==> src/rv_core_macros.svh <==
// Widths and RV32I encodings for the core; only the register and immediate subset is decoded
`ifndef RV_CORE_MACROS_SVH
`define RV_CORE_MACROS_SVH

`define RV_XLEN       32
`define RV_NREGS      32
`define RV_REG_AW     5
`define RV_RESET_PC   32'h0000_1000

// Major opcodes
`define RV_OPC_LUI    7'b0110111
`define RV_OPC_AUIPC  7'b0010111
`define RV_OPC_OP_IMM 7'b0010011
`define RV_OPC_OP     7'b0110011

// funct3 codes of the integer group
`define RV_F3_ADD_SUB 3'b000
`define RV_F3_SLL     3'b001
`define RV_F3_SLT     3'b010
`define RV_F3_SLTU    3'b011
`define RV_F3_XOR     3'b100
`define RV_F3_SRL_SRA 3'b101
`define RV_F3_OR      3'b110
`define RV_F3_AND     3'b111

`define RV_F7_BASE    7'b0000000
`define RV_F7_ALT     7'b0100000

`endif

==> src/rv_core_pkg.sv <==
// Shared types of the core; widths come from the macro header, which must be on the include path
`include "rv_core_macros.svh"

package rv_core_pkg;

	// ======================================================================
	// Enumerations
	// ======================================================================

	typedef enum logic [3:0] {
		ALU_ADD,
		ALU_SUB,
		ALU_SLL,
		ALU_SLT,
		ALU_SLTU,
		ALU_XOR,
		ALU_SRL,
		ALU_SRA,
		ALU_OR,
		ALU_AND
	} alu_op_e;

	typedef enum logic [1:0] {
		OPA_RS1,
		OPA_PC,
		OPA_ZERO
	} opa_src_e;

	typedef enum logic {
		OPB_RS2,
		OPB_IMM
	} opb_src_e;

	// ======================================================================
	// Stage records
	// ======================================================================

	// Decode to execute
	typedef struct packed {
		logic                  valid;
		logic                  illegal;
		logic [`RV_REG_AW-1:0] rd;
		logic [`RV_REG_AW-1:0] rs1;
		logic [`RV_REG_AW-1:0] rs2;
		alu_op_e               alu_op;
		opa_src_e              opa_src;
		opb_src_e              opb_src;
		logic [`RV_XLEN-1:0]   imm;
		logic [`RV_XLEN-1:0]   pc;
	} decode_t;

	// Execute result, also the register file write port
	typedef struct packed {
		logic                  valid;
		logic                  illegal;
		logic [`RV_REG_AW-1:0] rd;
		logic [`RV_XLEN-1:0]   data;
	} wb_t;

endpackage

==> src/rv_decoder.sv <==
// Takes one word per valid cycle without back-pressure; only LUI, AUIPC, OP-IMM and OP are legal
`include "rv_core_macros.svh"

module rv_decoder import rv_core_pkg::*; (
	input  logic                clk,
	input  logic                rst_n,
	input  logic                instr_valid_i,
	input  logic [`RV_XLEN-1:0] instr_i,
	output decode_t             dx_ctrl_o
);

	logic [6:0]          opcode;
	logic [2:0]          funct3;
	logic [6:0]          funct7;
	logic                f7_base;
	logic                f7_alt;
	logic [`RV_XLEN-1:0] imm_i;
	logic [`RV_XLEN-1:0] imm_u;
	logic [`RV_XLEN-1:0] pc_q;
	logic                legal;
	decode_t             dx_d;

	assign opcode  = instr_i[6:0];
	assign funct3  = instr_i[14:12];
	assign funct7  = instr_i[31:25];
	assign f7_base = (funct7 == `RV_F7_BASE);
	assign f7_alt  = (funct7 == `RV_F7_ALT);

	assign imm_i = {{20{instr_i[31]}}, instr_i[31:20]};
	assign imm_u = {instr_i[31:12], 12'h000};

	always_comb begin
		dx_d         = '0;
		dx_d.rd      = instr_i[11:7];
		dx_d.rs1     = instr_i[19:15];
		dx_d.rs2     = instr_i[24:20];
		dx_d.pc      = pc_q;
		dx_d.alu_op  = ALU_ADD;
		dx_d.opa_src = OPA_RS1;
		dx_d.opb_src = OPB_IMM;
		dx_d.imm     = imm_i;
		legal        = 1'b0;

		case (opcode)
			`RV_OPC_LUI, `RV_OPC_AUIPC: begin
				legal        = 1'b1;
				dx_d.imm     = imm_u;
				dx_d.opa_src = (opcode == `RV_OPC_LUI) ? OPA_ZERO : OPA_PC;
			end
			`RV_OPC_OP_IMM, `RV_OPC_OP: begin
				if (opcode == `RV_OPC_OP) begin
					dx_d.opb_src = OPB_RS2;
				end
				// funct7 only matters for register forms and shifts
				case (funct3)
					`RV_F3_ADD_SUB: begin
						dx_d.alu_op = (opcode == `RV_OPC_OP && f7_alt) ? ALU_SUB : ALU_ADD;
						legal = (opcode == `RV_OPC_OP_IMM) || f7_base || f7_alt;
					end
					`RV_F3_SLL: begin
						dx_d.alu_op = ALU_SLL;
						legal = f7_base;
					end
					`RV_F3_SRL_SRA: begin
						dx_d.alu_op = f7_alt ? ALU_SRA : ALU_SRL;
						legal = f7_base || f7_alt;
					end
					`RV_F3_SLT:  dx_d.alu_op = ALU_SLT;
					`RV_F3_SLTU: dx_d.alu_op = ALU_SLTU;
					`RV_F3_XOR:  dx_d.alu_op = ALU_XOR;
					`RV_F3_OR:   dx_d.alu_op = ALU_OR;
					default:     dx_d.alu_op = ALU_AND;
				endcase
				if (funct3 == `RV_F3_SLT || funct3 == `RV_F3_SLTU || funct3 == `RV_F3_XOR ||
					funct3 == `RV_F3_OR || funct3 == `RV_F3_AND) begin
					legal = (opcode == `RV_OPC_OP_IMM) || f7_base;
				end
			end
			default: legal = 1'b0;
		endcase

		dx_d.valid   = instr_valid_i && legal;
		dx_d.illegal = instr_valid_i && !legal;
	end

	// PC counts every accepted word whether legal or not
	always_ff @(posedge clk or negedge rst_n) begin
		if (!rst_n) begin
			pc_q      <= `RV_RESET_PC;
			dx_ctrl_o <= '0;
		end else begin
			dx_ctrl_o <= dx_d;
			if (instr_valid_i) begin
				pc_q <= pc_q + 32'd4;
			end
		end
	end

endmodule

==> src/rv_regfile.sv <==
// Registered reads with no internal write-to-read bypass; a read at a write edge sees the old value
`include "rv_core_macros.svh"

module rv_regfile import rv_core_pkg::*; (
	input  logic                  clk,
	input  logic                  rst_n,
	input  logic [`RV_REG_AW-1:0] raddr1_i,
	input  logic [`RV_REG_AW-1:0] raddr2_i,
	output logic [`RV_XLEN-1:0]   rdata1_o,
	output logic [`RV_XLEN-1:0]   rdata2_o,
	input  wb_t                   wb_i
);

	// x0 has no storage
	logic [`RV_XLEN-1:0] regs [1:`RV_NREGS-1];

	always_ff @(posedge clk or negedge rst_n) begin
		if (!rst_n) begin
			for (int i = 1; i < `RV_NREGS; i++) begin
				regs[i] <= '0;
			end
			rdata1_o <= '0;
			rdata2_o <= '0;
		end else begin
			if (wb_i.valid && wb_i.rd != '0) begin
				regs[wb_i.rd] <= wb_i.data;
			end
			rdata1_o <= (raddr1_i == '0) ? '0 : regs[raddr1_i];
			rdata2_o <= (raddr2_i == '0) ? '0 : regs[raddr2_i];
		end
	end

endmodule

==> src/rv_alu.sv <==
// Purely combinational; shifts use only the low five bits of operand b
`include "rv_core_macros.svh"

module rv_alu import rv_core_pkg::*; (
	input  alu_op_e             alu_op_i,
	input  logic [`RV_XLEN-1:0] op_a_i,
	input  logic [`RV_XLEN-1:0] op_b_i,
	output logic [`RV_XLEN-1:0] result_o
);

	logic [4:0] shamt;
	logic       lt_signed;
	logic       lt_unsigned;

	assign shamt       = op_b_i[4:0];
	assign lt_signed   = $signed(op_a_i) < $signed(op_b_i);
	assign lt_unsigned = op_a_i < op_b_i;

	always_comb begin
		case (alu_op_i)
			ALU_ADD:  result_o = op_a_i + op_b_i;
			ALU_SUB:  result_o = op_a_i - op_b_i;
			ALU_SLL:  result_o = op_a_i << shamt;
			ALU_SLT:  result_o = {{(`RV_XLEN-1){1'b0}}, lt_signed};
			ALU_SLTU: result_o = {{(`RV_XLEN-1){1'b0}}, lt_unsigned};
			ALU_XOR:  result_o = op_a_i ^ op_b_i;
			ALU_SRL:  result_o = op_a_i >> shamt;
			// Arithmetic shift keeps the sign
			ALU_SRA:  result_o = $unsigned($signed(op_a_i) >>> shamt);
			ALU_OR:   result_o = op_a_i | op_b_i;
			ALU_AND:  result_o = op_a_i & op_b_i;
			default:  result_o = '0;
		endcase
	end

endmodule

==> src/rv_execute.sv <==
// One-cycle execute; the two youngest results are forwarded so dependants never wait
`include "rv_core_macros.svh"

module rv_execute import rv_core_pkg::*; (
	input  logic                clk,
	input  logic                rst_n,
	input  decode_t             dx_ctrl_i,
	input  logic [`RV_XLEN-1:0] rdata1_i,
	input  logic [`RV_XLEN-1:0] rdata2_i,
	output wb_t                 wb_o
);

	wb_t                 wb_q;
	// Copy of the result that was written to the register file at the read edge
	wb_t                 retired_q;
	logic [`RV_XLEN-1:0] rs1_val;
	logic [`RV_XLEN-1:0] rs2_val;
	logic [`RV_XLEN-1:0] op_a;
	logic [`RV_XLEN-1:0] op_b;
	logic [`RV_XLEN-1:0] alu_result;

	function automatic logic [`RV_XLEN-1:0] bypass(
		input logic [`RV_REG_AW-1:0] rs,
		input logic [`RV_XLEN-1:0]   rf_data,
		input wb_t                   young,
		input wb_t                   old
	);
		if (rs == '0) begin
			return '0;
		end else if (young.valid && young.rd == rs) begin
			return young.data;
		end else if (old.valid && old.rd == rs) begin
			return old.data;
		end
		return rf_data;
	endfunction

	assign rs1_val = bypass(dx_ctrl_i.rs1, rdata1_i, wb_q, retired_q);
	assign rs2_val = bypass(dx_ctrl_i.rs2, rdata2_i, wb_q, retired_q);

	// ======================================================================
	// Operand select and ALU
	// ======================================================================

	always_comb begin
		case (dx_ctrl_i.opa_src)
			OPA_RS1: op_a = rs1_val;
			OPA_PC:  op_a = dx_ctrl_i.pc;
			default: op_a = '0;
		endcase
		op_b = (dx_ctrl_i.opb_src == OPB_IMM) ? dx_ctrl_i.imm : rs2_val;
	end

	rv_alu u_alu (
		.alu_op_i (dx_ctrl_i.alu_op),
		.op_a_i   (op_a),
		.op_b_i   (op_b),
		.result_o (alu_result)
	);

	always_ff @(posedge clk or negedge rst_n) begin
		if (!rst_n) begin
			wb_q      <= '0;
			retired_q <= '0;
		end else begin
			wb_q.valid   <= dx_ctrl_i.valid;
			wb_q.illegal <= dx_ctrl_i.illegal;
			wb_q.rd      <= dx_ctrl_i.rd;
			wb_q.data    <= alu_result;
			retired_q    <= wb_q;
		end
	end

	assign wb_o = wb_q;

endmodule

==> src/rv_core_top.sv <==
// Results leave in issue order two edges after accept; illegal words retire with no write
`include "rv_core_macros.svh"

module rv_core_top import rv_core_pkg::*; (
	input  logic                  clk,
	input  logic                  rst_n,
	input  logic                  instr_valid_i,
	input  logic [`RV_XLEN-1:0]   instr_i,
	output logic                  wb_valid_o,
	output logic [`RV_REG_AW-1:0] wb_rd_o,
	output logic [`RV_XLEN-1:0]   wb_data_o,
	output logic                  illegal_o
);

	decode_t             dx_ctrl;
	wb_t                 wb;
	logic [`RV_XLEN-1:0] rdata1;
	logic [`RV_XLEN-1:0] rdata2;

	rv_decoder u_decoder (
		.clk           (clk),
		.rst_n         (rst_n),
		.instr_valid_i (instr_valid_i),
		.instr_i       (instr_i),
		.dx_ctrl_o     (dx_ctrl)
	);

	// Read addresses come straight from the raw word, in step with decode
	rv_regfile u_regfile (
		.clk      (clk),
		.rst_n    (rst_n),
		.raddr1_i (instr_i[19:15]),
		.raddr2_i (instr_i[24:20]),
		.rdata1_o (rdata1),
		.rdata2_o (rdata2),
		.wb_i     (wb)
	);

	rv_execute u_execute (
		.clk       (clk),
		.rst_n     (rst_n),
		.dx_ctrl_i (dx_ctrl),
		.rdata1_i  (rdata1),
		.rdata2_i  (rdata2),
		.wb_o      (wb)
	);

	assign wb_valid_o = wb.valid;
	assign wb_rd_o    = wb.rd;
	assign wb_data_o  = wb.data;
	assign illegal_o  = wb.illegal;

endmodule

==> config.mk <==
export PLATFORM = sky130hd
export DESIGN_NAME = rv_core_top
export DESIGN_NICKNAME = d
export VERILOG_FILES = /design/src/rv_core_pkg.sv /design/src/rv_decoder.sv /design/src/rv_regfile.sv /design/src/rv_alu.sv /design/src/rv_execute.sv /design/src/rv_core_top.sv
export VERILOG_INCLUDE_DIRS = /design/src /design/src/src
export SDC_FILE = /design/constraint.sdc
export NUM_CORES = 2
export LEC_CHECK = 0
export CORE_UTILIZATION = 28
export CTS_CLUSTER_DIAMETER = 30
export DETAILED_ROUTE_END_ITERATION = 10
export DONT_BUFFER_PORTS = 1
export GPL_ROUTABILITY_DRIVEN = 0
export MAX_ROUTING_LAYER = met4
export PLACE_DENSITY = 0.49
export SYNTH_ARGS = -nofsm -noshare
export SYNTH_HDL_FRONTEND = slang
export SYNTH_SLANG_ARGS = --single-unit
==> constraint.sdc <==
create_clock -name clk -period 14.85 [get_ports clk]
set_input_delay 0.7425 -clock clk [delete_from_list [all_inputs] [get_ports clk]]
set_output_delay 0.7425 -clock clk [all_outputs]
set_load 0.05 [all_outputs]
Yosys cells after proc, flatten, opt, wreduce, memory -nomap -nowiden
Index checks and enable logic that the tools add are counted.
- bits in registers: 1253
- bits in latches: 0
- bits in writable memories: 0
- ROM bits: 0
- bits of input ports: 35
- output and inout port bits: 39
- memories kept: 0
- add/subtract/negate cells: 3
- multiply operators: 0
- div/mod/pow operators: 0
- magnitude comparators: 6
- equality and inequality tests: 26
- shift operators: 3
- muxes and demuxes: 40
- bitwise operators: 6
- reductions and logical operators: 28
- operators by type and width (cell ; number):
    bitwise mux 992 bit ; 1
    2-to-1 mux 32 bit ; 16
    binary-select mux 32 bit (select 5 bit) ; 2
    one-hot mux 32 bit (10 select lines) ; 1
    demux 32 bit (select 5 bit) ; 1
    less-than comparator 32 bit ; 2
    one-hot mux 32 bit (2 select lines) ; 1
    adder 32 x 3 -> 32 bit, second input constant ; 1
    adder 32 bit ; 1
    AND 32 bit ; 1
    OR 32 bit ; 1
    << shifter 32 x 5 -> 32 bit ; 1
    >> shifter 32 x 5 -> 32 bit ; 1
    >>> shifter 32 x 5 -> 32 bit ; 1
    subtractor 32 bit ; 1
    bitwise XOR 32 bit ; 1
    2-to-1 mux 31 bit ; 1
    one-hot mux 4 bit (7 select lines) ; 1
    equality test 7 x 6 -> 1 bit, second input constant ; 3
    equality test 5 bit ; 4
    logical NOT 5 bit ; 4
    greater-or-equal comparator 6 bit, second input constant ; 3
    NOT 5 -> 6 bit ; 3
    equality test 4 x 3 -> 1 bit, second input constant ; 4
    other kinds (23) ; 56

Logic depth before layout (Yosys ltp)
- depth after elaboration: 9
- depth in mapped cells: 23

By module
A second synthesis with hierarchy kept.
- cell total of the unflattened synthesis: 5517
- area, all modules: 71612.4 µm²
- modules (own cells, without submodules) (module ; times used ; cells an instance ; area an instance (µm²) ; sequential area each (µm²)):
    rv_regfile ; 1 ; 3602 ; 54945.2 ; 26425.3
    rv_alu ; 1 ; 1197 ; 8485.6 ; 0.0
    rv_execute ; 1 ; 450 ; 4282.9 ; 1926.8
    rv_decoder ; 1 ; 268 ; 3898.7 ; 2904.0

Least setup slack after synthesis
OpenSTA, ideal clock, no wires.
- kind: register to register
- start: register u_execute.wb_q, in the netlist u_execute.wb_o[34]
- end: register u_execute.wb_q, in the netlist u_execute.wb_o[26]
- data arrival time: 5.735 ns
- data required time: 14.711 ns
- setup slack: 8.976 ns
- stages on the path, launching flop included: 23
- buffers on the path: 5
- period minus slack after synthesis: 5.874 ns
- cell sequence: dfrtp_1 buf_2 xor2_1 nor4_4 nand3_4 nand2_1 o211a_1 clkbuf_1 clkbuf_1 buf_1 ha_1 clkbuf_1 o21ai_0 a21oi_1 o21ba_2 o41ai_2 o21ai_2 a221oi_2 o31ai_4 a211oi_1 nor4_2 mux2i_1 or4_1
- cells in the longest elaborated chain, start to end: 8
- elaborated cells on any way between the ends: 25
- RTL lines (element ; RTL line ; source):
    start, declared ; rv_execute.sv:13 ; wb_t wb_q;
    equality test 5 bit ; rv_execute.sv:30 ; end else if (young.valid && young.rd == rs) begin
    logical AND 1 bit ; rv_execute.sv:30 ;
    2-to-1 mux 32 bit or 2-to-1 mux 1 bit (tied branches) ; rv_execute.sv:30 ;
    2-to-1 mux 32 bit or 2-to-1 mux 1 bit (tied branches) ; rv_execute.sv:28 ; if (rs == '0) begin
    2-to-1 mux 32 bit ; rv_execute.sv:35 ; return rf_data;
    one-hot mux 32 bit (2 select lines) or 2-to-1 mux 32 bit (tied branches) ; rv_execute.sv:46, rv_execute.sv:51 ;
    subtractor 32 bit, or another cell as far along ; rv_alu.sv:22 ; ALU_SUB: result_o = op_a_i - op_b_i;
    one-hot mux 32 bit (10 select lines) * ; rv_alu.sv:20 ; case (alu_op_i)
    via u_execute.alu_result[26] ; rv_execute.sv:20 ; logic [`RV_XLEN-1:0] alu_result;
The timed path passes the listed nets; every way through them passes the cells marked *.
A chain may end at the register's enable or synchronous reset.

Worst setup path after layout
- start: register u_execute.wb_q, in the netlist u_execute.wb_o[35]
- end: register u_execute.wb_q, in the netlist u_execute.wb_o[22]
Same word-level chain as after synthesis.

==> run summary <==
STATUS
--------------------------------------------------------------------------------
Run status ........................................................    completed

POWER
--------------------------------------------------------------------------------
Total power density per cell area ................................. 133.3 nW/um^2
Worst IR Drop VDD .................................................    0.1198 mV
Total power of the final layout ...................................     11.49 mW
Static Leak .......................................................     38.77 nW

ROUTING
--------------------------------------------------------------------------------
Mean number of vias per cell ......................................        5.564
Average wire per standard cell ....................................     29.08 um
First-pass DRT Iterations .........................................            6
DRC violations left ...............................................            0
Starting DRT DRC Count ............................................         4718
Detailed Route WL .................................................    255300 um
Via count .........................................................        48855
Final antenna-violating net count .................................            0

CLOCK TREE
--------------------------------------------------------------------------------
Worst-skew pair later-pin latency .................................       950 ps
Number of buffers between clock root and the deepest sink .........            4
CTS H-tree depth ..................................................            5
Number of clock sinks seen by CTS .................................         1249
Number of buffers inserted during clock tree synthesis ............          340
Clock-pin slew on the worst setup and hold paths ..................        40 ps
TritonCTS clock tree ..............................................        built
Clock root cell ................................................... sky130_fd_sc_hd__clkbuf_16

SYNTH
--------------------------------------------------------------------------------
Synth Warn # ......................................................            0
Cell with the most instances after synthesis ...................... sky130_fd_sc_hd__dfrtp_1
Most area-hungry cell type in the Yosys netlist ................... sky130_fd_sc_hd__dfrtp_1
Netlist area before placement .....................................  70680 sq um
Post-Synthesis Mean Instance Area .................................  13.63 sq um
Top cell type's share of synthesized area .........................       44.19%
Top cells by instance count after synthesis ....................... sky130_fd_sc_hd__dfrtp_1, sky130_fd_sc_hd__mux2_2, sky130_fd_sc_hd__mux4_2
Sequential element share of the synthesized area ..................       44.22%
Fraction of registers with async set or reset after synthesis .....       100.0%
Number of unique standard cell types used by synthesis ............           94
Leading post-synthesis cells by cell area ......................... sky130_fd_sc_hd__dfrtp_1, sky130_fd_sc_hd__mux2_2, sky130_fd_sc_hd__mux4_2
Number of synthesized register bits ...............................         1249
Number of cells produced by synthesis .............................         5184
Predominant post-synthesis flop cell .............................. sky130_fd_sc_hd__dfrtp_1
Number of nets in the synthesized netlist .........................         5321
Number of enable-type register cells in the synthesized netlist ...            0

STA
--------------------------------------------------------------------------------
Setup violation total in the final timing report ..................            0
Post-route setup TNS ..............................................         0 ps
Worst Max-Slew Pin Slew ...........................................      1429 ps
Post-route minimum period .........................................      7318 ps
Max-slew headroom .................................................       4.731%
Final Cycle Share .................................................       49.28%
Worst hold-check slack ............................................     43.72 ps
Setup repair after global routing missed its margin ...............           no
Final Slew Violations .............................................            0
Achievable frequency ..............................................   0.1367 GHz
Hold Violations, Final ............................................            0
Worst clock skew on the final layout ..............................     89.18 ps

SETUP PATH
--------------------------------------------------------------------------------
Number of logic stages on the critical path including buffering ...           20
Cell type of the slowest stage on the worst timing path ........... sky130_fd_sc_hd__dfrtp_1
Launching element type of the critical path .......................    flip-flop
Data arrival at the endpoint of the critical path .................      8050 ps
Reg-to-reg critical path startpoint ............................... u_execute.wb_o[35]$_DFF_PN0_
Number of cells on the worst reg-to-reg path ......................           20
Register-to-register setup slack ..................................      7530 ps
Kind of end point of the critical path ............................    flip-flop
Most used cell, CP ................................................ sky130_fd_sc_hd__buf_4
Buf/Inv on CP .....................................................            4
Kind of critical path .............................................   reg -> reg
Longest individual stage delay on the worst path ..................       920 ps
Ordered list of cells on the worst path ........................... xor2_1 -> nor4_4 -> nand3_4 -> buf_4 -> nand2_1 -> o221ai_4 -> buf_4 -> inv_1 -> buf_4 -> fa_1 -> or3b_2 -> a31oi_1 -> o31a_1 -> o2bb2ai_1 -> a221oi_1 -> o21ai_0 -> a21oi_1 -> a221o_1 -> a2111oi_0 -> o211ai_1
Critical path launch point ........................................ u_execute.wb_o[35]$_DFF_PN0_
Critical path fanouts, max ........................................           52
Dominant delay contributor by cell family on the critical path .... compound AO/OA/AOI/OAI gates
Required time at the worst-slack endpoint .........................     15580 ps

GLOBAL ROUTE
--------------------------------------------------------------------------------
Wire length of the first global-routing pass ......................    372500 um
Largest net degree at the start of global routing .................          261
Leftover overflow at the end of global routing ....................            0
Number of global-route vias before repair .........................        50976
GR Util All Layers ................................................       20.49%
Number of antenna violations at the first check in global routing .           17

FLOORPLANNING
--------------------------------------------------------------------------------
Width of the die ..................................................     504.4 um
Y dimension of the die ............................................     504.4 um
Number of top-level pins ..........................................           74
Initial core utilization ..........................................       28.14%
Area of the die ................................................... 254400 sq um
Standard-cell rows ................................................          184
Area inside the core boundary ..................................... 251200 sq um

LAYOUT
--------------------------------------------------------------------------------
Share of post-route cells with drive strength above 1 .............       46.30%
Net count of the finished layout ..................................         5308
Count of non-filler cells in the finished layout ..................         8780
Area added between synthesis and finish ...........................       21.91%
Number of filler instances in the final layout ....................        24080

PLACE
--------------------------------------------------------------------------------
Count of input and output buffers .................................            0
Inst Count DP .....................................................         8142
Post-detail-place hpwl ............................................    141400 um

MIN PATH
--------------------------------------------------------------------------------
Class of the worst hold path ......................................    in -> reg
Origin of the worst min-delay path ................................  instr_i[28]
Cell depth of the worst hold path .................................            1

RUN
--------------------------------------------------------------------------------
# Max-Cap Violations ..............................................            0

==> worst paths after layout <==
check | endpoint
worst max-delay path | u_execute.wb_o[22]$_DFF_PN0_
worst min-delay path | u_decoder.dx_ctrl_o[40]$_DFF_PN0_
worst max register to register | u_execute.wb_o[22]$_DFF_PN0_
worst min register to register | u_execute.wb_o[35]$_DFF_PN0_
max in group asynchronous | u_execute.wb_o[4]$_DFF_PN0_
min in group asynchronous | u_regfile.regs[82]$_DFFE_PN0P_
==> state kept, by name, indices dropped and copies added (netlist names) <==
register,flops
u_decoder.dx_ctrl_o,86
u_decoder.pc_q,30
u_execute.retired_q,38
u_execute.wb_o,39
u_regfile.rdata1_o,32
u_regfile.rdata2_o,32
u_regfile.regs,992
==> report_power, final <==
part           total, mW  internal (mW)  switching (mW)
registers           3.55           3.48          0.0714
logic              0.531          0.203           0.328
clock network       7.40           5.23            2.17
total               11.5           8.92            2.57
==> area by class of cell <==
type / count / area [sq um] / share of cell area [%]
well taps: 3348 / 4189 / 4.862
diodes: 11 / 27.53 / 0.03195
inverters: 99 / 376.6 / 0.4371
multi-input cells: 3343 / 37370 / 43.37
clock buffers: 445 / 9588 / 11.13
clock inverters: 147 / 2001 / 2.322
repair buffers: 138 / 1321 / 1.533
flip-flops and latches: 1249 / 31290 / 36.32
==> metrics by stage <==
stage	setup WS, ps	utilization [%]	instance area, sq um
CTS	7650	34.29	86140
global placement	7852	29.53	74160
global route	7204	34.30	86160
floorplan	8976	-	70680
detailed placement	7780	29.53	74160
finish	7532	34.31	86170
==> cells by family (layout without fill, tap and decap cells) <==
| family | count (synthesis) | in the layout | share of synthesized area, % |
|---|---|---|---|
| AOI/OAI and AO/OA | 688 | 688 | 7.067 |
| xor gates and xnor gates | 56 | 56 | 0.6940 |
| adders and majority gates | 102 | 102 | 1.827 |
| buffers and inverters | 592 | 829 | 3.309 |
| DFF | 1249 | 1249 | 44.22 |
| muxes | 1869 | 1869 | 38.72 |
| other | 0 | 11 | 0 |
| and+or+nand+nor | 628 | 628 | 4.160 |
==> cell usage in the layout (no fill, tap or decap), types with 28 or more instances in the layout <==
cell and instances:
sky130_fd_sc_hd__nor3_1 40, sky130_fd_sc_hd__clkinvlp_4 31, sky130_fd_sc_hd__clkbuf_16 344, sky130_fd_sc_hd__dlygate4sd3_1 32, sky130_fd_sc_hd__a21oi_1 111, sky130_fd_sc_hd__dfrtp_2 28
sky130_fd_sc_hd__nand2_1 171, sky130_fd_sc_hd__nor2_1 194, sky130_fd_sc_hd__a21o_1 34, sky130_fd_sc_hd__clkbuf_1 41, sky130_fd_sc_hd__xnor2_1 34, sky130_fd_sc_hd__a22oi_1 31
sky130_fd_sc_hd__dfrtp_1 1220, sky130_fd_sc_hd__mux4_2 576, sky130_fd_sc_hd__o21ai_0 108, sky130_fd_sc_hd__buf_4 95, sky130_fd_sc_hd__bufinv_16 44, sky130_fd_sc_hd__mux2i_1 137
sky130_fd_sc_hd__nand3_1 43, sky130_fd_sc_hd__ha_1 100, sky130_fd_sc_hd__mux2_2 1155, sky130_fd_sc_hd__a22o_1 76, sky130_fd_sc_hd__clkinv_2 55, sky130_fd_sc_hd__inv_1 97
sky130_fd_sc_hd__clkbuf_8 60
==> what timing repair did <==
action	CTS	global route
hold buffers	35	0
gates resized for setup	0	0
hold endpoints to repair	252	0
setup buffers	0	0
==> layer usage <==
layer  GRT usage [%]  share of wire [%]  vias to the layer above
met4           7.145                3.3                        0
met3           4.454                7.4                      549
met5               -                  0                        -
li1                -                  -                    20003
met1           27.09                 43                    26247
met2           30.91                 46                     2056
(Power assumes the default switching activity.)
